===== src/qsnd_pkg.sv =====
/* shared types and constants for the sound board glue logic
   all timing constants count cen8 ticks of the 48 MHz clock */
`default_nettype none

package qsnd_pkg;

    typedef logic [15:0]        snd_addr_t;   // sound CPU address
    typedef logic [7:0]         byte_t;
    typedef logic [18:0]        rom_addr_t;   // program ROM, 512 kB
    typedef logic [22:0]        qrom_addr_t;  // sample ROM, up to 8 MB
    typedef logic [12:0]        ram_addr_t;   // 8 kB work RAM
    typedef logic signed [15:0] sample_t;

    // sound CPU bus, strobes active low
    typedef struct packed {
        snd_addr_t addr;
        byte_t     dout;
        logic      mreq_n;
        logic      rd_n;
        logic      wr_n;
        logic      m1_n;
        logic      iorq_n;
    } snd_bus_t;

    // main CPU side of the shared bus
    typedef struct packed {
        logic [23:1] addr;    // word address
        byte_t       dout;
        logic        ldsw_n;  // low byte write
        logic        buse_n;  // bus request
    } main_bus_t;

    // DSP outputs seen by the glue logic
    typedef struct packed {
        logic [15:0] pbus_out;
        logic        pods_n;
        logic        pids_n;
        logic        iack;
        logic        sadd;
        logic        psel;
        logic [15:0] ser_out;
        logic [15:0] ab;
        logic        cen_cko;
    } dsp_pio_t;

    typedef struct packed {
        sample_t left;
        sample_t right;
    } audio_t;

    localparam rom_addr_t   BANK_BASE  = 19'h0_8000;
    localparam int          IRQ_PERIOD = 32000;          // cen8 ticks
    localparam int          IRQ_CW     = $clog2(IRQ_PERIOD);
    localparam logic [3:0]  WAIT_ADDR  = 4'h4;           // address nibble

endpackage

`default_nettype wire


===== src/qsnd_dsp_port.sv =====
/* DSP parallel port, sample ROM address latch and audio capture
   DSP strobes are taken as synchronous to clk48 */
`timescale 1ns/1ps
`default_nettype none

module qsnd_dsp_port (
    input  wire                     clk48,
    input  wire                     rst,
    input  wire                     qsnd_wr,
    input  wire [1:0]               qsnd_reg,
    input  wire qsnd_pkg::byte_t    wdata,
    input  wire qsnd_pkg::dsp_pio_t dsp,
    output logic                    dsp_irq,
    output logic [15:0]             pbus_in,
    output qsnd_pkg::qrom_addr_t    qsnd_addr,
    output qsnd_pkg::audio_t        audio,
    output logic                    sample
);

    import qsnd_pkg::*;

    logic [23:0] cpu2dsp;  // address byte on top, data word below
    logic [1:0]  datasel;
    logic        last_pids_n;
    logic        last_pods_n;
    logic        last_sadd;
    logic        last_psel;
    logic        pids_rise;
    logic        pods_rise;
    logic        sadd_fall;
    logic        psel_rise;
    sample_t     reg_left;
    sample_t     reg_right;

    assign pids_rise = dsp.pids_n && !last_pids_n;
    assign pods_rise = dsp.pods_n && !last_pods_n;
    assign sadd_fall = !dsp.sadd && last_sadd;
    assign psel_rise = dsp.psel && !last_psel;

    // command latch
    always_ff @(posedge clk48) begin
        if (qsnd_wr) begin
            case (qsnd_reg)
                2'd0:    cpu2dsp[15:8]  <= wdata;  // data MSB
                2'd1:    cpu2dsp[7:0]   <= wdata;  // data LSB
                default: cpu2dsp[23:16] <= wdata;  // address
            endcase
        end
    end

    always_ff @(posedge clk48 or posedge rst) begin
        if (rst) begin
            dsp_irq     <= 1'b0;
            datasel     <= 2'b00;
            last_pids_n <= 1'b1;
            last_pods_n <= 1'b1;
            last_sadd   <= 1'b0;
            last_psel   <= 1'b0;
        end else begin
            last_pids_n <= dsp.pids_n;
            last_pods_n <= dsp.pods_n;
            last_sadd   <= dsp.sadd;
            last_psel   <= dsp.psel;
            if (qsnd_wr && qsnd_reg == 2'd2) begin
                dsp_irq <= 1'b1;
                datasel <= 2'b11;
            end else if (pids_rise) begin
                dsp_irq <= 1'b0;  // DSP has read the address
                datasel <= datasel >> 1;
            end
        end
    end

    assign pbus_in = datasel[1] ? {8'd0, cpu2dsp[23:16]} : cpu2dsp[15:0];

    // serial words taken in parallel
    always_ff @(posedge clk48) begin
        if (sadd_fall) begin
            if (dsp.psel) begin
                reg_right <= dsp.ser_out;
            end else begin
                reg_left <= dsp.ser_out;
            end
        end
    end

    always_ff @(posedge clk48 or posedge rst) begin
        if (rst) begin
            qsnd_addr <= '0;
            audio     <= '0;
            sample    <= 1'b0;
        end else begin
            sample <= psel_rise;
            if (psel_rise) begin
                audio.left  <= reg_left;
                audio.right <= reg_right;
            end
            if (pods_rise) begin
                qsnd_addr[15:0] <= dsp.pbus_out;
            end
            if (dsp.ab[15] && dsp.cen_cko) begin
                qsnd_addr[22:16] <= dsp.ab[6:0];  // upper bits on external access
            end
        end
    end

endmodule

`default_nettype wire


===== config.mk =====
export PLATFORM = sky130hd
export DESIGN_NAME = qsnd_dsp_port
export DESIGN_NICKNAME = d
export VERILOG_FILES = /design/src/qsnd_pkg.sv /design/src/qsnd_dsp_port.sv
export SDC_FILE = /design/constraint.sdc
export NUM_CORES = 1
export LEC_CHECK = 0
export BUFFER_PORTS_ARGS = -buffer_cell sky130_fd_sc_hd__buf_2
export CORE_MARGIN = 2
export CORE_UTILIZATION = 55
export CTS_BUF_LIST = sky130_fd_sc_hd__clkbuf_8
export CTS_CLUSTER_DIAMETER = 100
export DETAILED_ROUTE_END_ITERATION = 10
export GPL_ROUTABILITY_DRIVEN = 0
export PLACE_DENSITY_LB_ADDON = 0.05
export SYNTH_ARGS = -nofsm -noshare
export SYNTH_HDL_FRONTEND = slang
export SYNTH_SLANG_ARGS = --single-unit

===== constraint.sdc =====
create_clock -name clk48 -period 4.2 [get_ports clk48]
set_input_delay 0.84 -clock clk48 [delete_from_list [all_inputs] [get_ports clk48]]
set_output_delay 0.84 -clock clk48 [all_outputs]
set_load 0.02 [all_outputs]

==> impl_results.md, run 1 <==
* Number of setup buffers added after CTS at 0
* Register area share after synthesis at 0.749
* Final period utilization at 0.610
* Synth-to-Final Area Change at 26.2%
* Setup crit end kind: primary output
* Vias per std cell at 4.80
* Total negative slack at 0 ns
* Mapped Avg Cell Area at around 21 um2
* Critical-path maximum fanout at 18
* Setup Skew at between 0.01 and 0.015 ns
* Max-cap violation count at 0
* Global-route wire length before repair at 11.6 mm
* Clock Sinks at approximately 120
* Number of setup violations in the final report at 0
* Port Buffers at 130
* Leading area contributor after synthesis: edfxtp_1
* GRT overflow at 0
* Cts bufs inserted at 17
* CP peak stage delay at ~0.75 ns
* Yosys top cell area share at 0.392
* Placed insts at 437
* Detailed-route via count at 2250
* Pre-CTS WS at 1.70 ns
* HPWL reported at the end of detailed placement at 4.95 mm
* Worst Path Required at 3.36 ns
* WL/cell at 15.6 um
* CTS H-tree lvls at 4
* Clock Latency Late Sink at a little over 0.4 ns
* Fin nets at 421
* Antenna-violating nets left at 0
* Distinct cell type count of the synthesized netlist at 18
* Commonest non-fill, non-tap cell in the layout: buf_2
* Leakage power at approximately 0.0024 uW
* Most frequent cells in the layout: buf_2, dfrtp_1, edfxtp_1
* First drt pass iteration count at 8
* Remaining DRCs at 0
* WP buf/inv at 1
* Std-Cell Rows at 32
* Root buf cell: clkbuf_8
* CP arrival at ~1.7 ns
* Overall routed net length at between 7 and 8 mm
* RSZ-0062 raised after global routing: false
* Design area at roughly 5400 um2
* Worst slew pin tran at just over 0.8 ns
* Peak VDD IR at around 0.00030 V
* CP max-delay cell: dfrtp_1
* Worst min-delay path class: flop to flop
* N_diodes at 0
* Non-filler cells, final at between 400 and 500
* Initial antenna violation count at 0
* Pwr per Cell Area at roughly 520 nW/um2
* WS Path Type: flop to primary output
* Height of the die at between 90 and 100 um
* Yosys warning count at 0
* Largest net degree at the start of global routing at 40
* Max-slew violations at 0
* Cells after Synth at 208
* Initial Utilization at 0.561
* Die X at between 90 and 100 um
* Post-route minimum period at ~2.6 ns
* Synthesized cell area at about 4300 um2
* Startpoint Class: flop
* # hold bufs at CTS at 0
* Max-slew headroom at 0.453
* Family with the most delay on the worst path: flip-flops
* Yosys reg bits at between 100 and 150
* CORE AREA at between 7000 and 8000 um2
* CTS tree: yes
* Mapped Nets at 275
* Outcome: finished, final reports clean
* Area after DPL at around 5000 um2
* Bufs on Longest Clock Path at 2
* # resized after CTS at 0
* Largest cells by area after synthesis: edfxtp_1, dfrtp_1, mux2_4, mux2_2, buf_12
* Total GRT Usage at 0.185
* Vias in the first global route at around 2400
* Number of hold violations in the final report at 0
* Layout cells sized above 1 at 0.629
* # IOs at 140
* DRT iter0 DRCs at just over 90
* Register clock-pin slew on the reported worst setup and hold paths at 0.06 ns
* Max Freq at 391 MHz
* Worst-path cell chain: mux2_1 -> buf_2
* Final setup margin at 1.64 ns
* Die Area at 8520 um2
[area by class of cell]
cell class | count | area, um2
flip-flops and latches | 117 | 3210
fillers | 549 | 2240
clock buffers | 17 | 234
inverters | 2 | 7.51
multi-input cells | 81 | 970
clock inverters | 15 | 174
repair buffers | 135 | 688
well taps | 102 | 128
[cell usage after synthesis]
library cell,instances
and3b_2,1
mux2_1,1
dfstp_2,2
nor2b_4,2
nor2b_1,8
a22o_1,1
mux2_2,30
dfrtp_1,59
nor3b_1,3
and2_1,1
buf_2,2
nand2_1,1
mux2_4,32
nand2b_1,1
buf_6,3
buf_12,3
edfxtp_1,56
inv_1,2
[stage by stage]
stage	total power, uW	hold WS (ns)	util
detailed placement	1770	0.467	0.654
CTS	2820	0.480	0.708
global route	2900	0.492	0.708
floorplan	1630	0.454	-
finish	2790	0.475	0.708
global placement	1760	0.458	0.654
[path summary, 6_finish.rpt]
check	from	to	slack [ns]	depth (start not counted)
setup reg to reg	last_psel$_DFF_PP0_	audio[11]$_DFFE_PP0P_	2.32	3
hold / removal	reg_right[12]$_DFFE_PP_	audio[12]$_DFFE_PP0P_	0.47	1
max in group asynchronous	rst	audio[17]$_DFFE_PP0P_	2.78	3
setup / recovery	dsp_irq$_DFFE_PP0P_	pbus_in[7]	1.64	2
hold reg to reg	reg_right[12]$_DFFE_PP_	audio[12]$_DFFE_PP0P_	0.47	1
min in group asynchronous	rst	qsnd_addr[6]$_DFFE_PP0P_	0.59	2
[worst register-to-register path: cells and delay by family (launching register included)]
kind	cells	cell delay, ns
flip-flops	1	0.39
AND/OR/NAND/NOR	1	0.61
multiplexers	1	0.33
buffers and inverters	1	0.41
[metal layers]
metal  up-vias  share of wire  wire length [um]  global-route usage
li1       1050              -                 -                   -
met5         -              0                 0                   0
met3         4          0.076               553              0.0666
met4         0         0.0052                38              0.0759
met2        99           0.49              3560               0.289
met1      1097           0.43              3140               0.237
[sequential cells by signal, summed over array words and instances, names as in the netlist]
register,count
cpu2dsp,24
last_pods_n,1
reg_right,16
last_pids_n,1
last_psel,1
sample,1
dsp_irq,1
qsnd_addr,23
reg_left,16
last_sadd,1
audio,32
[where the power goes]
part	internal (uW)	total, uW	switching (uW)
Clock	631	1040	413
Sequential	1300	1350	49.2
Combinational	177	394	217
[cells by family after synthesis]
group                  synth area share
and+or+nand+nor                  0.0295
muxes                             0.194
buffers and inverters            0.0260
DFF                               0.749
AOI/OAI and AO/OA               0.00204
Note: power is estimated with default switching activity, not from simulation.
==> run 2: changes to the inputs <==
CORE_UTILIZATION = 52   (was 55)
clock period = 2.6 ns   (was 4.2 ns; I/O delays follow)
==> run 2 against run 1 <==
Compared with the run above:
- setup slack got worse by 1.3 ns
- wire length fell by 4.1%
- hold slack worse by 0.25 ns
- sequential cell count stayed put
- critical path depth is the same
- combinational power is 62% higher
- critical path type unchanged
- critical endpoint is now pbus_in[3]
- largest cell class unchanged
- largest power group unchanged
==> impl_results.md, run 2 (synthesis gave the netlist of run 1 again) <==
* Worst slew pin tran at 0.784 ns (-0.0363 ns)
* Area after DPL at 5030 um2 (+0.58%)
* Hold_ws at 0.221 ns (-0.254 ns)
* Most frequent cells in the layout: buf_2, dfrtp_1, edfxtp_1
* Post-route minimum period at between 2 and 2.5 ns
* CP max-delay cell: dfrtp_1
* Worst-path cell chain: mux2_2 -> buf_2
* Layout cells sized above 1 at 0.640 (+0.0109)
* Family with the most delay on the worst path: flip-flops
* WP buf/inv at 1 (unchanged)
* CP peak stage delay at 0.74 ns (about the same)
* HPWL reported at the end of detailed placement at 4.80 mm (-3.0%)
* Startpoint Class: flop
* Setup Skew at 0.00825 ns (-0.00264 ns)
* Number of setup buffers added after CTS at 0 (unchanged)
* Leakage power at 0.00244 uW (+0.63%)
* First drt pass iteration count at 4 (-4)
* Storage cell area at 3210 um2 (unchanged)
* Initial Utilization at 0.530 (-0.0309)
* Port Buffers at 130 (unchanged)
* Largest net degree at the start of global routing at 39 (-2.5%)
* Global-route wire length before repair at 10.5 mm (-10%)
* Critical-path maximum fanout at 18 (unchanged)
* Bufs on Longest Clock Path at 2 (unchanged)
* Footprint of the multi-input gates at 970 um2 (unchanged)
* Worst min-delay path class: primary input to flop
* Commonest non-fill, non-tap cell in the layout: buf_2
* Antenna-violating nets left at 0 (unchanged)
* Met2 usage at 0.246 (-0.0427)
* Biggest regs: audio: 32 flops, cpu2dsp: 24 flops, qsnd_addr: 23 flops
* # hold bufs at CTS at 0 (unchanged)
* Design area at 5460 um2 (+0.92%)
* Register clock-pin slew on the reported worst setup and hold paths at 0.07 ns (about the same)
* Initial antenna violation count at 0 (unchanged)
* Max reg flops at 32 (unchanged)
* Max-cap violation count at 0 (unchanged)
* Worst Path Required at 2.08 ns (-1.28 ns)
* Overall routed net length at 7.00 mm (-4.1%)
* Setup crit end kind: primary output
* Vias per std cell at 4.75 (-0.90%)
* # IOs at 140 (unchanged)
* Cts bufs inserted at 17 (unchanged)
* DRT iter0 DRCs at 127 (+37%)
* GRT overflow at 0 (unchanged)
* GR Layer Usage met1 at 0.209 (-0.0275)
* Peak VDD IR at 0.000498 V (+65%)
* # resized after CTS at 0 (unchanged)
* Remaining DRCs at 0 (unchanged)
* Largest Register: audio
* Max Freq at 444 MHz
* Clock Sinks at 117 (unchanged)
* CTS H-tree lvls at 4 (unchanged)
* Detailed-route via count at 2244 (-0.27%)
* WS Path Type: flop to primary output
* Root buf cell: clkbuf_8
* Fin nets at 421 (unchanged)
* Final period utilization at 0.866
* WL/cell at 14.8 um (-4.7%)
* Total GRT Usage at 0.162 (-0.0222)
* Height of the die at 94.8 um (+2.7%)
* Outcome: finished, final reports clean
* CORE AREA at 8090 um2 (+5.8%)
* CP arrival at 1.73 ns (about the same)
* Number of setup violations in the final report at 0 (unchanged)
* Max-slew violations at 0 (unchanged)
* Clock Latency Late Sink at 0.41 ns (about the same)
* N_diodes at 0 (unchanged)
* Number of hold violations in the final report at 0 (unchanged)
* Vias in the first global route at 2116 (-11%)
* Global routing usage on met3 at 0.0511 (-0.0155)
* RSZ-0062 raised after global routing: false
* Max-slew headroom at 0.477 (+0.0242)
* Die Area at 8990 um2 (+5.5%)
* CTS tree: yes
* Std-Cell Rows at 33 (+3.1%)
* Synth-to-Final Area Change at 27.4%
* Total negative slack at 0 ns (unchanged)
* Number of fill cells at 587 (+6.9%)
* Busiest grt layer: met2
* Die X at 94.8 um (+2.7%)
* Pwr per Cell Area at 839 nW/um2 (+63%)
-- run 2: metal layers --
metal  wire [um]  part of all wire
met1        2970              0.42
met2        3350              0.48
met3         555             0.079
met4         128             0.018
met5           0                 0
-- run 2: worst paths after layout --
kind | startpoint | endpoint | slack, ns | cells past startpoint
worst max-delay path | dsp_irq$_DFFE_PP0P_ | pbus_in[3] | 0.35 | 2
worst min-delay path | dsp[37] | last_pods_n$_DFF_PP1_ | 0.22 | 1
worst max register to register | last_psel$_DFF_PP0_ | audio[18]$_DFFE_PP0P_ | 1.05 | 3
worst min register to register | reg_right[3]$_DFFE_PP_ | audio[3]$_DFFE_PP0P_ | 0.47 | 1
max in group asynchronous | rst | audio[19]$_DFFE_PP0P_ | 1.74 | 3
min in group asynchronous | rst | qsnd_addr[10]$_DFFE_PP0P_ | 0.25 | 2
-- run 2: cell type report --
cell class,count,area share
clock buffers,18,0.0454
well taps,105,0.0241
clock inverters,14,0.0332
multi-input cells,81,0.178
flip-flops and latches,117,0.588
repair buffers,135,0.131
inverters,2,0.00137
-- run 2: stage by stage --
step	setup WS [ns]	util	power (uW)	cells
6_report	0.349	0.675	4580	472
5_1_grt	0.264	0.675	4770	472
2_1_floorplan	0.414	-	2630	208
3_5_place_dp	0.760	0.622	2870	440
4_1_cts	0.309	0.675	4640	472
3_3_place_gp	0.735	0.622	2850	440
-- run 2: power breakdown --
part	leakage, uW	switching (uW)	internal (uW)
clock	0.000225	699	1060
combinational	0.000980	348	290
sequential	0.00123	77.7	2100
