[config.mk]
export PLATFORM = sky130hd
export DESIGN_NAME = qsnd_irq_timer
export DESIGN_NICKNAME = d
export VERILOG_FILES = /design/src/qsnd_pkg.sv /design/src/qsnd_irq_timer.sv
export SDC_FILE = /design/constraint.sdc
export NUM_CORES = 1
export LEC_CHECK = 0
export BUFFER_PORTS_ARGS = -buffer_cell sky130_fd_sc_hd__buf_4
export CAP_MARGIN = 5
export CORE_MARGIN = 5
export CORE_UTILIZATION = 35
export CTS_CLUSTER_DIAMETER = 80
export DETAILED_ROUTE_END_ITERATION = 12
export GPL_TIMING_DRIVEN = 0
export PLACE_DENSITY = 0.58
export SYNTH_ARGS = -nofsm -noshare
export SYNTH_HDL_FRONTEND = slang
export SYNTH_SLANG_ARGS = --single-unit
[constraint.sdc]
create_clock -name clk48 -period 5.12 [get_ports clk48]
set_clock_uncertainty 0.2 [all_clocks]
set_input_delay 0.768 -clock clk48 [delete_from_list [all_inputs] [get_ports clk48]]
set_output_delay 0.768 -clock clk48 [all_outputs]
set_load 0.05 [all_outputs]
[src/qsnd_pkg.sv]
/* shared types and constants for the sound board glue logic
   all timing constants count cen8 ticks of the 48 MHz clock */
`default_nettype none

package qsnd_pkg;

    typedef logic [15:0]        snd_addr_t;   // sound CPU address
    typedef logic [7:0]         byte_t;
    typedef logic [18:0]        rom_addr_t;   // program ROM, 512 kB
    typedef logic [22:0]        qrom_addr_t;  // sample ROM, up to 8 MB
    typedef logic [12:0]        ram_addr_t;   // 8 kB work RAM
    typedef logic signed [15:0] sample_t;

    // sound CPU bus, strobes active low
    typedef struct packed {
        snd_addr_t addr;
        byte_t     dout;
        logic      mreq_n;
        logic      rd_n;
        logic      wr_n;
        logic      m1_n;
        logic      iorq_n;
    } snd_bus_t;

    // main CPU side of the shared bus
    typedef struct packed {
        logic [23:1] addr;    // word address
        byte_t       dout;
        logic        ldsw_n;  // low byte write
        logic        buse_n;  // bus request
    } main_bus_t;

    // DSP outputs seen by the glue logic
    typedef struct packed {
        logic [15:0] pbus_out;
        logic        pods_n;
        logic        pids_n;
        logic        iack;
        logic        sadd;
        logic        psel;
        logic [15:0] ser_out;
        logic [15:0] ab;
        logic        cen_cko;
    } dsp_pio_t;

    typedef struct packed {
        sample_t left;
        sample_t right;
    } audio_t;

    localparam rom_addr_t   BANK_BASE  = 19'h0_8000;
    localparam int          IRQ_PERIOD = 32000;          // cen8 ticks
    localparam int          IRQ_CW     = $clog2(IRQ_PERIOD);
    localparam logic [3:0]  WAIT_ADDR  = 4'h4;           // address nibble

endpackage

`default_nettype wire

[src/qsnd_irq_timer.sv]
/* periodic sound CPU interrupt, cleared by the interrupt acknowledge cycle */
`timescale 1ns/1ps
`default_nettype none

module qsnd_irq_timer (
    input  wire  clk48,
    input  wire  rst,
    input  wire  cen8,
    input  wire  m1_n,
    input  wire  iorq_n,
    output logic int_n
);

    import qsnd_pkg::*;

    logic [IRQ_CW-1:0] cnt;
    logic              wrap;

    assign wrap = cnt == IRQ_CW'(IRQ_PERIOD - 1);

    always_ff @(posedge clk48 or posedge rst) begin
        if (rst) begin
            cnt   <= '0;
            int_n <= 1'b1;
        end else if (cen8) begin
            cnt <= wrap ? '0 : cnt + 1'b1;
            if (!m1_n && !iorq_n) begin
                int_n <= 1'b1;  // ack wins over a new wrap
            end else if (wrap) begin
                int_n <= 1'b0;
            end
        end
    end

endmodule

`default_nettype wire

==> run_summary.xml, run 1 <==
<?xml version="1.0" encoding="UTF-8"?>
<metrics>
  <group name="route">
    <metric name="violation_count_after_the_first_detailed_routing_iteration" unit="">6</metric>
    <metric name="dr_wl_met2" unit="microns">703</metric>
    <metric name="route.detailed.drc" unit="">0</metric>
    <metric name="route.antenna.remaining_nets" unit="">0</metric>
    <metric name="highest-signal-layer" unit="">met4</metric>
    <metric name="wl_met1" unit="microns">688</metric>
    <metric name="route.met3.wl" unit="microns">23</metric>
    <metric name="routed_wl" unit="mm">1.452</metric>
    <metric name="routed_via_density" unit="">4.967</metric>
    <metric name="dr_total_vias" unit="">596</metric>
    <metric name="route.detailed.wl_per_inst" unit="microns">12.10</metric>
    <metric name="detail_route.first_pass.iterations" unit="">4</metric>
  </group>
  <group name="synthesis">
    <metric name="synth.mux.area_fraction" unit="%">0</metric>
    <metric name="synthFlopType" unit="">sky130_fd_sc_hd__dfrtp_1</metric>
    <metric name="synth_top_family_by_area" unit="">simple AND/OR/NAND/NOR gates</metric>
    <metric name="yosys.area_share.simple" unit="%">26.28</metric>
    <metric name="ys_seq_area_share" unit="%">48.49</metric>
    <metric name="syn-num-nets" unit="">89</metric>
    <metric name="synth_enable_flop_cells" unit="">0</metric>
    <metric name="syn_area_per_cell" unit="sq um">9.979</metric>
    <metric name="yosys.area_share.xor_xnor" unit="%">8.459</metric>
    <metric name="synth.distinct_cells" unit="">32</metric>
    <metric name="asyncSetResetFlopFracSynth" unit="%">100.0</metric>
    <metric name="synth-compound-area-share" unit="%">10.57</metric>
    <metric name="synth_warnings" unit="">0</metric>
    <metric name="flip_flop_and_latch_count_after_synthesis" unit="">16</metric>
    <metric name="synthesis.instances" unit="">83</metric>
    <metric name="synth-adder-area-share" unit="%">1.511</metric>
    <metric name="syn-cell-area" unit="sq um">828.3</metric>
  </group>
  <group name="floorplan">
    <metric name="num_io_pins" unit="">6</metric>
    <metric name="initial_core_util" unit="%">37.09</metric>
    <metric name="floorplan.rows" unit="">17</metric>
    <metric name="fp.dieW" unit="microns">58.65</metric>
    <metric name="die_area" unit="sq mm">0.003439</metric>
    <metric name="dieHeight" unit="microns">58.65</metric>
    <metric name="coreArea" unit="sq mm">0.002233</metric>
  </group>
  <group name="power">
    <metric name="power_leakage" unit="nW">0.4599</metric>
    <metric name="pwr-share-clk" unit="%">28.2</metric>
    <metric name="power.share.combinational" unit="%">13.9</metric>
    <metric name="switching_power" unit="W">0.00008535</metric>
    <metric name="power.density_cell_area" unit="mW/mm^2">318.0</metric>
    <metric name="sw_frac_of_total" unit="%">28.64</metric>
    <metric name="internal-power" unit="W">0.0002127</metric>
    <metric name="power.share.sequential" unit="%">57.9</metric>
    <metric name="vdd_ir_drop_max" unit="mV">0.1983</metric>
  </group>
  <group name="global_routing">
    <metric name="grt_max_degree" unit="">17</metric>
    <metric name="grt_pass1_wl" unit="mm">2.663</metric>
    <metric name="global_route.overflow_total" unit="">0</metric>
    <metric name="number_of_antenna_violations_at_the_first_check_in_global_routing" unit="">0</metric>
    <metric name="track_usage" unit="%">10.26</metric>
    <metric name="first_global_vias" unit="">591</metric>
  </group>
  <group name="clocking">
    <metric name="clk_pin_slew_worst_paths" unit="ns">0.09</metric>
    <metric name="ctsHoldBuffers" unit="">0</metric>
    <metric name="post-cts-setup-buffers" unit="">0</metric>
    <metric name="number_of_gates_resized_after_cts" unit="">0</metric>
    <metric name="cts_tree" unit="">done</metric>
    <metric name="clock_tree.root_cell" unit="">sky130_fd_sc_hd__clkbuf_4</metric>
    <metric name="total_number_of_h_tree_levels" unit="">1</metric>
    <metric name="number_of_cts_inserted_buffers" unit="">3</metric>
    <metric name="clock-sinks" unit="">16</metric>
    <metric name="cts-root-to-sink-buffers" unit="">2</metric>
    <metric name="clkLatencyLatePin" unit="ns">0.29</metric>
  </group>
  <group name="setup_path">
    <metric name="worst-path-max-fanout" unit="">2</metric>
    <metric name="timing.critical_path.to_type" unit="">output pin</metric>
    <metric name="critical_path.startpoint_type" unit="">flip-flop</metric>
    <metric name="setup.worst_path.class" unit="">flip-flop to output pin</metric>
    <metric name="crit_path_top_delay_cell" unit="">sky130_fd_sc_hd__dfstp_2</metric>
    <metric name="cp_required" unit="ns">4.15</metric>
    <metric name="critical_path.n_buffers_inverters" unit="">1</metric>
    <metric name="dominant_delay_contributor_by_cell_family_on_the_critical_path" unit="">flip-flops</metric>
    <metric name="timing.critical_path.cells" unit="">buf_4</metric>
    <metric name="timing.critical_path.arrival" unit="ns">1.01</metric>
    <metric name="cpPeakStageDelay" unit="ns">0.54</metric>
  </group>
  <group name="finish">
    <metric name="final_net_count" unit="">99</metric>
    <metric name="area_growth_syn_to_layout" unit="%">13.14</metric>
    <metric name="antenna-diode-count" unit="">0</metric>
    <metric name="drive_above_1_share" unit="%">18.48</metric>
    <metric name="final_util" unit="%">41.96</metric>
  </group>
  <group name="timing">
    <metric name="timing.setup.tns" unit="ns">0</metric>
    <metric name="max_slew.worst_pin.slew" unit="ns">0.6091</metric>
    <metric name="fin_crit_sh" unit="%">38.63</metric>
    <metric name="setup_viol" unit="">0</metric>
    <metric name="unrepaired_setup_endpoints_after_global_routing" unit="">false</metric>
    <metric name="hold_vio_cnt_final" unit="">0</metric>
    <metric name="timing.fmax" unit="MHz">505.6</metric>
    <metric name="final_slew_violations" unit="">0</metric>
    <metric name="slew_headroom" unit="%">59.35</metric>
    <metric name="layout_min_cycle_time" unit="ns">1.978</metric>
    <metric name="setup_ws_post_layout" unit="ns">3.142</metric>
  </group>
  <group name="placement">
    <metric name="globalplace.congestion" unit="">0.7651</metric>
    <metric name="placement.setup.worst_slack" unit="ns">3.029</metric>
    <metric name="port_buffers" unit="">5</metric>
    <metric name="post_detail_place_hpwl" unit="mm">1.078</metric>
  </group>
  <group name="min_path">
    <metric name="worst_hold_path_type" unit="">flip-flop to flip-flop</metric>
  </group>
  <group name="job">
    <metric name="maxCapViolCount" unit="">0</metric>
  </group>
  <group name="run_status">
    <metric name="outcome" unit="">finished, final reports clean</metric>
  </group>
</metrics>
==> area by class of cell <==
class | count | area [sq um]
Buffer | 3 | 20.02
Clock buffer | 4 | 36.28
Fill cell | 219 | 1296
Inverter | 5 | 18.77
Multi-Input combinational cell | 59 | 387.9
Sequential cell | 16 | 401.6
Tap cell | 28 | 35.03
Timing Repair Buffer | 5 | 37.54
==> cell usage after synthesis (2+ instances only) <==
master,number,area (sq um)
sky130_fd_sc_hd__o21ai_0,4,20.02
sky130_fd_sc_hd__nor2_1,7,26.28
sky130_fd_sc_hd__nor3_1,2,10.01
sky130_fd_sc_hd__nand2b_1,3,18.77
sky130_fd_sc_hd__and4_1,2,17.52
sky130_fd_sc_hd__xnor2_1,4,35.03
sky130_fd_sc_hd__buf_4,2,15.01
sky130_fd_sc_hd__nand2_1,7,26.28
sky130_fd_sc_hd__dfrtp_1,15,375.4
sky130_fd_sc_hd__xor2_1,4,35.03
sky130_fd_sc_hd__nand4_1,3,18.77
sky130_fd_sc_hd__a22o_1,2,17.52
sky130_fd_sc_hd__nand3_1,2,10.01
sky130_fd_sc_hd__and3_1,4,25.02
sky130_fd_sc_hd__inv_1,5,18.77
==> power by group through the flow <==
stage | clock (W) | combinational (W) | sequential, W
6_report | 0.0000840 | 0.0000414 | 0.000173
5_1_grt | 0.0000920 | 0.0000489 | 0.000178
4_1_cts | 0.0000867 | 0.0000424 | 0.000173
3_5_place_dp | 0 | 0.0000419 | 0.000175
3_3_place_gp | 0 | 0.0000402 | 0.000174
2_1_floorplan | 0 | 0.0000336 | 0.000169
==> registers in the layout (all words and copies together) (netlist names) <==
register	flops
int_n	1
cnt	15
==> kinds of logic (layout without fill, tap and decap cells) <==
kind of cell / Yosys count / count (layout)
adders and majority gates: 1 / 1
AOI/OAI and AO/OA: 13 / 13
and+or+nand+nor: 37 / 37
xor gates and xnor gates: 8 / 8
DFF: 16 / 16
buffers and inverters: 8 / 17
==> metal layers <==
metal | track usage, % | up-vias
li1 | - | 302
met1 | 12.58 | 287
met2 | 16.27 | 3
met3 | 2.632 | 4
met4 | 5.825 | 0
met5 | 0 | -
==> through the flow <==
| stage | instance area [sq um] | total power [W] | instances | hold WS, ns |
|---|---|---|---|---|
| 2_1_floorplan | 828.3 | 0.0002028 | 83 | 0.2482 |
| 3_3_place_gp | 900.9 | 0.0002143 | 116 | 0.2604 |
| 3_5_place_dp | 900.9 | 0.0002172 | 116 | 0.2673 |
| 4_1_cts | 937.1 | 0.0003017 | 120 | 0.2813 |
| 5_1_grt | 937.1 | 0.0003186 | 120 | 0.2902 |
| 6_report | 937.1 | 0.0002980 | 120 | 0.2756 |
==> path summary, 6_finish.rpt <==
kind                             start     end  slack (ns)  cells after the start
worst max-delay path             int_n   int_n        3.14                      1
worst min-delay path             int_n   int_n        0.28                      2
worst max register to register  cnt[0]   int_n        3.30                      6
worst min register to register   int_n   int_n        0.28                      2
max in group asynchronous          rst  cnt[5]        3.98                      2
min in group asynchronous          rst  cnt[9]        0.35                      2
==> placed cells by master (no fill, tap or decap), drive strengths merged, types with 3 or more instances in the layout <==
master	synthesis	final
nor2	7	7
inv	5	5
nand2b	3	3
xor2	4	4
xnor2	4	4
clkbuf	1	5
o21ai	5	5
and3	4	4
buf	2	7
nand4	4	4
nand2	7	7
dfrtp	15	15
No activity file was read; power rests on OpenSTA's default activity.
==> run 2: changes to the inputs <==
- ABC_AREA: not set -> 1
- PLACE_DENSITY: 0.58 -> 0.6
- clock period: 5.12 -> 1.79 ns (I/O delays scaled with it)
==> run 2 against run 1 <==
  * Combinational power grew to 4.9 times the previous value
  * Count of clock-buffer cells in the layout did not move
  * Utilization decreased by 0.53 points
  * Global-route usage is 0.74 points higher
  * Synthesized area increased by 23%
  * First-iteration DRC count grew to 3.5 times the previous value
  * Worst setup slack got worse by 2.9 ns
  * Sequential power rose to 2.9 times the previous value
  * Non-clock buffer count unchanged
  * Synthesized cell count is 73% higher
  * Critical path depth is 7 higher
  * Final cell count rose by 55%
  * Critical path type is now flip-flop to flip-flop
  * Largest cell class is now multi-input gates
  * Largest power group unchanged
==> run_summary.xml, run 2 <==
<?xml version="1.0" encoding="UTF-8"?>
<metrics>
  <group name="run_status">
    <metric name="outcome" unit="">finished, final reports clean</metric>
  </group>
  <group name="clocking">
    <metric name="clock_tree.root_cell" unit="">sky130_fd_sc_hd__clkbuf_4</metric>
    <metric name="clk_pin_slew_worst_paths" unit="ns">0.10</metric>
    <metric name="number_of_gates_resized_after_cts" unit="">0</metric>
    <metric name="total_number_of_h_tree_levels" unit="">1</metric>
    <metric name="clock-sinks" unit="">16</metric>
    <metric name="clkLatencyLatePin" unit="ns">0.29</metric>
    <metric name="post-cts-setup-buffers" unit="">0</metric>
    <metric name="cts-root-to-sink-buffers" unit="">2</metric>
    <metric name="number_of_cts_inserted_buffers" unit="">3</metric>
    <metric name="cts_tree" unit="">done</metric>
  </group>
  <group name="route">
    <metric name="route.detailed.wl_per_inst" unit="microns">10.99</metric>
    <metric name="routed_wl" unit="mm">2.044</metric>
    <metric name="routed_via_density" unit="">4.823</metric>
    <metric name="dr_total_vias" unit="">897</metric>
    <metric name="route.detailed.drc" unit="">0</metric>
    <metric name="route.antenna.remaining_nets" unit="">0</metric>
    <metric name="violation_count_after_the_first_detailed_routing_iteration" unit="">21</metric>
    <metric name="detail_route.first_pass.iterations" unit="">4</metric>
  </group>
  <group name="setup_path">
    <metric name="worst-path-max-fanout" unit="">5</metric>
    <metric name="setup.worst_path.class" unit="">flip-flop to flip-flop</metric>
    <metric name="timing.critical_path.to_type" unit="">flip-flop</metric>
    <metric name="cp_required" unit="ns">1.78</metric>
    <metric name="timing.critical_path.arrival" unit="ns">1.56</metric>
    <metric name="critical_path.startpoint_type" unit="">flip-flop</metric>
  </group>
  <group name="power">
    <metric name="total_power" unit="W">0.0009418</metric>
    <metric name="internal-power" unit="W">0.0006228</metric>
    <metric name="power_leakage" unit="nW">0.6060</metric>
    <metric name="vdd_ir_drop_max" unit="mV">0.4950</metric>
    <metric name="switching_power" unit="W">0.0003190</metric>
    <metric name="pwr-share-clk" unit="%">26.0</metric>
    <metric name="power.share.sequential" unit="%">52.6</metric>
    <metric name="power.share.combinational" unit="%">21.4</metric>
    <metric name="sw_frac_of_total" unit="%">33.87</metric>
    <metric name="power.density_cell_area" unit="mW/mm^2">817.3</metric>
  </group>
  <group name="finish">
    <metric name="most-common-layout-cells" unit="">37 x sky130_fd_sc_hd__nand2_1, 23 x sky130_fd_sc_hd__inv_1, 22 x sky130_fd_sc_hd__nor2_1</metric>
    <metric name="most_common_library_cell_in_the_layout_ignoring_fill_and_taps" unit="">sky130_fd_sc_hd__nand2_1</metric>
    <metric name="multiInputGateArea" unit="sq um">514.2</metric>
    <metric name="antenna-diode-count" unit="">0</metric>
    <metric name="top_regs" unit="">cnt (15), int_n (1)</metric>
    <metric name="largest_register_ffs" unit="">15</metric>
    <metric name="drive_above_1_share" unit="%">18.06</metric>
    <metric name="fin_area" unit="sq mm">0.001152</metric>
    <metric name="final_net_count" unit="">162</metric>
    <metric name="fillerInstances" unit="">289</metric>
    <metric name="max_flop_register" unit="">cnt</metric>
    <metric name="area_growth_syn_to_layout" unit="%">13.28</metric>
    <metric name="seqCellArea" unit="sq um">401.6</metric>
  </group>
  <group name="job">
    <metric name="maxCapViolCount" unit="">0</metric>
  </group>
  <group name="global_routing">
    <metric name="busiest_layer" unit="">met2</metric>
    <metric name="number_of_antenna_violations_at_the_first_check_in_global_routing" unit="">0</metric>
    <metric name="use_met2" unit="%">18.72</metric>
    <metric name="first_global_vias" unit="">901</metric>
    <metric name="gr-usage-met3" unit="%">2.277</metric>
    <metric name="track_usage" unit="%">11.00</metric>
    <metric name="grt_max_degree" unit="">17</metric>
    <metric name="global_route.overflow_total" unit="">0</metric>
    <metric name="met1_usage" unit="%">13.22</metric>
    <metric name="grt_pass1_wl" unit="mm">3.684</metric>
  </group>
  <group name="timing">
    <metric name="fin_crit_sh" unit="%">87.72</metric>
    <metric name="unrepaired_setup_endpoints_after_global_routing" unit="">false</metric>
    <metric name="timing.setup.tns" unit="ns">0</metric>
    <metric name="slew_headroom" unit="%">59.67</metric>
    <metric name="setup_viol" unit="">0</metric>
    <metric name="layout_min_cycle_time" unit="ns">1.570</metric>
    <metric name="final_slew_violations" unit="">0</metric>
    <metric name="hold_vio_cnt_final" unit="">0</metric>
    <metric name="timing.fmax" unit="MHz">636.9</metric>
    <metric name="max_slew.worst_pin.slew" unit="ns">0.6043</metric>
  </group>
  <group name="floorplan">
    <metric name="fp.dieW" unit="microns">63.91</metric>
    <metric name="coreArea" unit="sq mm">0.002781</metric>
    <metric name="die_area" unit="sq mm">0.004084</metric>
    <metric name="floorplan.rows" unit="">19</metric>
    <metric name="initial_core_util" unit="%">36.57</metric>
    <metric name="num_io_pins" unit="">6</metric>
    <metric name="dieHeight" unit="microns">63.91</metric>
  </group>
  <group name="synthesis">
    <metric name="syn_area_per_cell" unit="sq um">7.064</metric>
    <metric name="syn-cell-area" unit="sq mm">0.001017</metric>
    <metric name="synth_common_cells" unit="">37 x sky130_fd_sc_hd__nand2_1, 23 x sky130_fd_sc_hd__inv_1, 22 x sky130_fd_sc_hd__nor2_1</metric>
    <metric name="ys_top_cells_by_area" unit="">sky130_fd_sc_hd__dfrtp_1 37%, sky130_fd_sc_hd__nand2_1 14%, sky130_fd_sc_hd__inv_1 8.5%</metric>
    <metric name="yosys.cell_count.top_type" unit="">sky130_fd_sc_hd__nand2_1</metric>
    <metric name="syn-num-nets" unit="">150</metric>
    <metric name="synthFlopType" unit="">sky130_fd_sc_hd__dfrtp_1</metric>
    <metric name="synth_largest_area_cell" unit="">sky130_fd_sc_hd__dfrtp_1</metric>
    <metric name="synthesis.instances" unit="">144</metric>
    <metric name="synth_enable_flop_cells" unit="">0</metric>
    <metric name="yosys.area.top_type_share" unit="%">36.90</metric>
    <metric name="ys_seq_area_share" unit="%">39.48</metric>
    <metric name="asyncSetResetFlopFracSynth" unit="%">100.0</metric>
    <metric name="flip_flop_and_latch_count_after_synthesis" unit="">16</metric>
    <metric name="synth_warnings" unit="">0</metric>
    <metric name="synth.distinct_cells" unit="">23</metric>
  </group>
  <group name="placement">
    <metric name="globalplace.congestion" unit="">0.8397</metric>
    <metric name="post_detail_place_hpwl" unit="mm">1.581</metric>
    <metric name="port_buffers" unit="">4</metric>
    <metric name="dpl-instance-area" unit="sq mm">0.001086</metric>
  </group>
  <group name="min_path">
    <metric name="worst_hold_path_type" unit="">primary input to flip-flop</metric>
  </group>
</metrics>
## run 2: cell count changes after synthesis, moves of 3 or more
cell                       change
sky130_fd_sc_hd__nor2_2        +4
sky130_fd_sc_hd__inv_1        +18
sky130_fd_sc_hd__nand3_1      +10
sky130_fd_sc_hd__nand2_1      +30
sky130_fd_sc_hd__and3_1        -4
sky130_fd_sc_hd__nor2_1       +15
sky130_fd_sc_hd__xnor2_1       -3
sky130_fd_sc_hd__nand2_2       +6
sky130_fd_sc_hd__nand2b_1      -3
sky130_fd_sc_hd__nor2_4        +3
## run 2: power groups by stage
stage / Clock (W) / Combinational, W / Sequential (W)
3_3_place_gp: 0 / 0.000192 / 0.000496
4_1_cts: 0.000245 / 0.000206 / 0.000494
6_report: 0.000245 / 0.000202 / 0.000495
3_5_place_dp: 0 / 0.000199 / 0.000502
5_1_grt: 0.000264 / 0.000232 / 0.000505
2_1_floorplan: 0 / 0.000165 / 0.000483
## run 2: area by class of cell
cell class | count | area share [%]
Buffer | 1 | 0.6515
Timing Repair Buffer | 7 | 5.212
Tap cell | 31 | 3.366
Clock buffer | 4 | 3.149
Multi-Input combinational cell | 102 | 44.63
Inverter | 25 | 8.143
Sequential cell | 16 | 34.85
## run 2: logic make-up after synthesis
family	count (synthesis)	share of synthesized area [%]
simple gates	91	42.80
buf+inv	26	9.963
flops	16	39.48
compound gates	7	3.936
xor+xnor	3	2.583
fa+ha+maj	1	1.230
## run 2: critical path: stages, from the launching register on
cell and delay (ns):
sky130_fd_sc_hd__dfrtp_1 0.40, sky130_fd_sc_hd__ha_1 0.23, sky130_fd_sc_hd__nand2_4 0.08, sky130_fd_sc_hd__nor2_4 0.16
sky130_fd_sc_hd__nand2_2 0.10, sky130_fd_sc_hd__nor2_2 0.14, sky130_fd_sc_hd__nand2_1 0.06, sky130_fd_sc_hd__nand2_1 0.05
sky130_fd_sc_hd__nor2_1 0.04
## run 2: worst paths after layout
| path | start | end | slack [ns] | cells past startpoint |
|---|---|---|---|---|
| hold reg to reg | int_n | int_n | 0.29 | 2 |
| hold / removal | cen8 | cnt[2] | 0.11 | 3 |
| setup reg to reg | cnt[1] | cnt[14] | 0.22 | 8 |
| min in group asynchronous | rst | cnt[1] | 0.39 | 3 |
| max in group asynchronous | rst | cnt[14] | 0.60 | 3 |
| setup / recovery | cnt[1] | cnt[14] | 0.22 | 8 |
## run 2: repair_timing
action / CTS / global route
endpoints found under the setup margin: 0 / 0
hold buffers: 3 / 0
hold endpoints to repair: 16 / 0
## run 2: through the flow
| stage | instances | setup WS, ns | util [%] | hold slack [ns] |
|---|---|---|---|---|
| after floorplan | 144 | 0.3596 | - | -0.01848 |
| after global placement | 179 | 0.2443 | 39.05 | 0.1797 |
| after detailed placement | 179 | 0.2340 | 39.05 | 0.1865 |
| after CTS | 186 | 0.2102 | 41.43 | 0.1120 |
| after global routing | 186 | 0.1093 | 41.43 | 0.1189 |
| final | 186 | 0.2198 | 41.43 | 0.1060 |
## run 2: layer usage
metal  vias to the layer above  wire length, microns
li1                        457                     -
met1                       416                   949
met2                        17                  1002
met3                         7                    51
met4                         0                    40
met5                         -                     0
==> run 3: changes to the inputs <==
- MAX_ROUTING_LAYER: not set -> met4
- PLACE_DENSITY: 0.6 -> 0.59
==> run 3 against run 2 <==
  * Register-to-register slack barely moved
  * Critical path type unchanged
  * Sequential share of layout area rose by 0.31 points
  * Final cell count did not move
  * Utilization fell by 0.36 points
  * Clock power fell by 14%
  * Highest routed layer unchanged
==> run_summary.xml, run 3 (synthesis results as in run 2) <==
<?xml version="1.0" encoding="UTF-8"?>
<metrics>
  <group name="setup_path">
    <metric name="timing.critical_path.cells" unit="">ha_1 -&gt; nand2_4 -&gt; inv_1 -&gt; nand2_1 -&gt; nor2_4 -&gt; nand2_4 -&gt; nand2_2 -&gt; inv_1 -&gt; nand2_1 -&gt; inv_1</metric>
    <metric name="critical-path-top-cell-by-count" unit="">sky130_fd_sc_hd__inv_1</metric>
    <metric name="timing.critical_path.arrival" unit="ns">1.57</metric>
    <metric name="setup.worst_path.class" unit="">flip-flop to flip-flop</metric>
    <metric name="dominant_delay_contributor_by_cell_family_on_the_critical_path" unit="">simple AND/OR/NAND/NOR gates</metric>
    <metric name="r2r_setup_slack" unit="ns">0.23</metric>
    <metric name="crit_path_top_delay_cell" unit="">sky130_fd_sc_hd__dfrtp_1</metric>
    <metric name="timing.critical_path.to_type" unit="">flip-flop</metric>
    <metric name="critical_path.startpoint_type" unit="">flip-flop</metric>
    <metric name="cpPeakStageDelay" unit="ns">0.40</metric>
    <metric name="cp_required" unit="ns">1.79</metric>
    <metric name="worst-path-max-fanout" unit="">8</metric>
    <metric name="critical_path.n_buffers_inverters" unit="">3</metric>
  </group>
  <group name="power">
    <metric name="power.share.sequential" unit="%">54.6</metric>
    <metric name="vdd_ir_drop_max" unit="mV">0.5267</metric>
    <metric name="power_leakage" unit="nW">0.6000</metric>
    <metric name="pwr-share-clk" unit="%">23.2</metric>
    <metric name="power.share.combinational" unit="%">22.3</metric>
    <metric name="internal-power" unit="W">0.0005860</metric>
    <metric name="switching_power" unit="W">0.0003196</metric>
    <metric name="power.density_cell_area" unit="mW/mm^2">792.8</metric>
    <metric name="sw_frac_of_total" unit="%">35.30</metric>
    <metric name="total_power" unit="W">0.0009056</metric>
  </group>
  <group name="timing">
    <metric name="setup_viol" unit="">0</metric>
    <metric name="slew_headroom" unit="%">60.19</metric>
    <metric name="fin_crit_sh" unit="%">87.40</metric>
    <metric name="timing.setup.tns" unit="ns">0</metric>
    <metric name="hold_ws" unit="ns">0.1174</metric>
    <metric name="unrepaired_setup_endpoints_after_global_routing" unit="">false</metric>
    <metric name="hold_vio_cnt_final" unit="">0</metric>
    <metric name="layout_min_cycle_time" unit="ns">1.565</metric>
    <metric name="timing.fmax" unit="MHz">639.2</metric>
    <metric name="max_slew.worst_pin.slew" unit="ns">0.5966</metric>
    <metric name="final_slew_violations" unit="">0</metric>
  </group>
  <group name="finish">
    <metric name="post_layout_nonfiller_instances" unit="">186</metric>
    <metric name="antenna-diode-count" unit="">0</metric>
    <metric name="fillerInstances" unit="">294</metric>
    <metric name="most_common_library_cell_in_the_layout_ignoring_fill_and_taps" unit="">sky130_fd_sc_hd__nand2_1</metric>
    <metric name="area_growth_syn_to_layout" unit="%">12.30</metric>
    <metric name="drive_above_1_share" unit="%">17.42</metric>
    <metric name="top_regs" unit="">cnt (15), int_n (1)</metric>
    <metric name="final_net_count" unit="">162</metric>
    <metric name="largest_register_ffs" unit="">15</metric>
    <metric name="most-common-layout-cells" unit="">37 x sky130_fd_sc_hd__nand2_1, 23 x sky130_fd_sc_hd__inv_1, 22 x sky130_fd_sc_hd__nor2_1</metric>
    <metric name="max_flop_register" unit="">cnt</metric>
    <metric name="final_util" unit="%">41.07</metric>
  </group>
  <group name="route">
    <metric name="route.detailed.wl_per_inst" unit="microns">10.62</metric>
    <metric name="dr_wl_met2" unit="microns">951</metric>
    <metric name="routed_wl" unit="mm">1.975</metric>
    <metric name="violation_count_after_the_first_detailed_routing_iteration" unit="">18</metric>
    <metric name="detail_route.first_pass.iterations" unit="">4</metric>
    <metric name="wl_met1" unit="microns">942</metric>
    <metric name="routed_via_density" unit="">4.634</metric>
    <metric name="highest-signal-layer" unit="">met4</metric>
    <metric name="route.detailed.drc" unit="">0</metric>
    <metric name="route.met3.wl" unit="microns">57</metric>
    <metric name="dr_total_vias" unit="">862</metric>
    <metric name="route.antenna.remaining_nets" unit="">0</metric>
  </group>
  <group name="placement">
    <metric name="placed_cells" unit="">179</metric>
    <metric name="post_detail_place_hpwl" unit="mm">1.536</metric>
    <metric name="globalplace.congestion" unit="">0.8553</metric>
    <metric name="port_buffers" unit="">4</metric>
  </group>
  <group name="clocking">
    <metric name="clock_tree.root_cell" unit="">sky130_fd_sc_hd__clkbuf_4</metric>
    <metric name="clkLatencyLatePin" unit="ns">0.29</metric>
    <metric name="clk_pin_slew_worst_paths" unit="ns">0.10</metric>
    <metric name="cts-root-to-sink-buffers" unit="">2</metric>
    <metric name="post-cts-setup-buffers" unit="">0</metric>
    <metric name="clock-sinks" unit="">16</metric>
    <metric name="ctsHoldBuffers" unit="">3</metric>
    <metric name="total_number_of_h_tree_levels" unit="">1</metric>
    <metric name="cts_tree" unit="">done</metric>
    <metric name="number_of_gates_resized_after_cts" unit="">0</metric>
    <metric name="number_of_cts_inserted_buffers" unit="">3</metric>
  </group>
  <group name="global_routing">
    <metric name="track_usage" unit="%">11.23</metric>
    <metric name="number_of_antenna_violations_at_the_first_check_in_global_routing" unit="">0</metric>
    <metric name="first_global_vias" unit="">849</metric>
    <metric name="grt_max_degree" unit="">17</metric>
    <metric name="grt_pass1_wl" unit="mm">3.663</metric>
    <metric name="global_route.overflow_total" unit="">0</metric>
  </group>
  <group name="floorplan">
    <metric name="coreArea" unit="sq mm">0.002781</metric>
    <metric name="fp.dieW" unit="microns">63.91</metric>
    <metric name="dieHeight" unit="microns">63.91</metric>
    <metric name="initial_core_util" unit="%">36.57</metric>
    <metric name="num_io_pins" unit="">6</metric>
    <metric name="die_area" unit="sq mm">0.004084</metric>
    <metric name="floorplan.rows" unit="">19</metric>
  </group>
  <group name="job">
    <metric name="maxCapViolCount" unit="">0</metric>
  </group>
  <group name="run_status">
    <metric name="outcome" unit="">finished, final reports clean</metric>
  </group>
  <group name="min_path">
    <metric name="worst_hold_path_type" unit="">primary input to flip-flop</metric>
  </group>
</metrics>
[run 3: metrics by stage]
step           cell area (sq um)  setup slack, ns
6_report                    1142           0.2255
5_1_grt                     1142           0.1181
4_1_cts                     1142           0.2263
3_5_place_dp                1086           0.2293
3_3_place_gp                1086           0.2445
2_1_floorplan               1017           0.3596
[run 3: final cells by class]
class                           count  area, sq um  area share [%]
Clock buffer                        4        26.28           2.300
Buffer                              1        7.507          0.6572
Inverter                           25        93.84           8.215
Timing Repair Buffer                7        60.06           5.257
Sequential cell                    16        401.6           35.16
Tap cell                           31        38.79           3.395
Multi-Input combinational cell    102        514.2           45.02
[run 3: path summary, 6_finish.rpt]
| check | end | cells after the start | start |
|---|---|---|---|
| max | cnt[10] | 10 | cnt[0] |
| min | cnt[2] | 3 | cen8 |
| min in group asynchronous | cnt[14] | 3 | rst |
| min reg2reg | int_n | 2 | int_n |
| max in group asynchronous | cnt[3] | 3 | rst |
| max reg2reg | cnt[10] | 10 | cnt[0] |
[run 3: routing by layer]
layer  global-route usage (%)  vias to the layer above
met5                        -                        -
met4                    3.117                        0
met3                    2.102                        4
met2                    17.59                       11
met1                    14.78                      386
li1                         -                      461
[run 3: worst reg2reg max path: stages (launching register included)]
cell and delay, ns:
sky130_fd_sc_hd__dfrtp_1 0.40, sky130_fd_sc_hd__ha_1 0.23, sky130_fd_sc_hd__nand2_4 0.08, sky130_fd_sc_hd__inv_1 0.05, sky130_fd_sc_hd__nand2_1 0.08, sky130_fd_sc_hd__nor2_4 0.12, sky130_fd_sc_hd__nand2_4 0.10, sky130_fd_sc_hd__nand2_2 0.08
sky130_fd_sc_hd__inv_1 0.04, sky130_fd_sc_hd__nand2_1 0.05, sky130_fd_sc_hd__inv_1 0.04
[run 3: power groups by stage]
| stage | combinational (W) | sequential, W | clock, W |
|---|---|---|---|
| 2_1_floorplan | 0.000165 | 0.000483 | 0 |
| 5_1_grt | 0.000233 | 0.000504 | 0.000234 |
| 4_1_cts | 0.000205 | 0.000494 | 0.000219 |
| 3_5_place_dp | 0.000198 | 0.000501 | 0 |
| 3_3_place_gp | 0.000193 | 0.000496 | 0 |
| 6_report | 0.000202 | 0.000494 | 0.000210 |
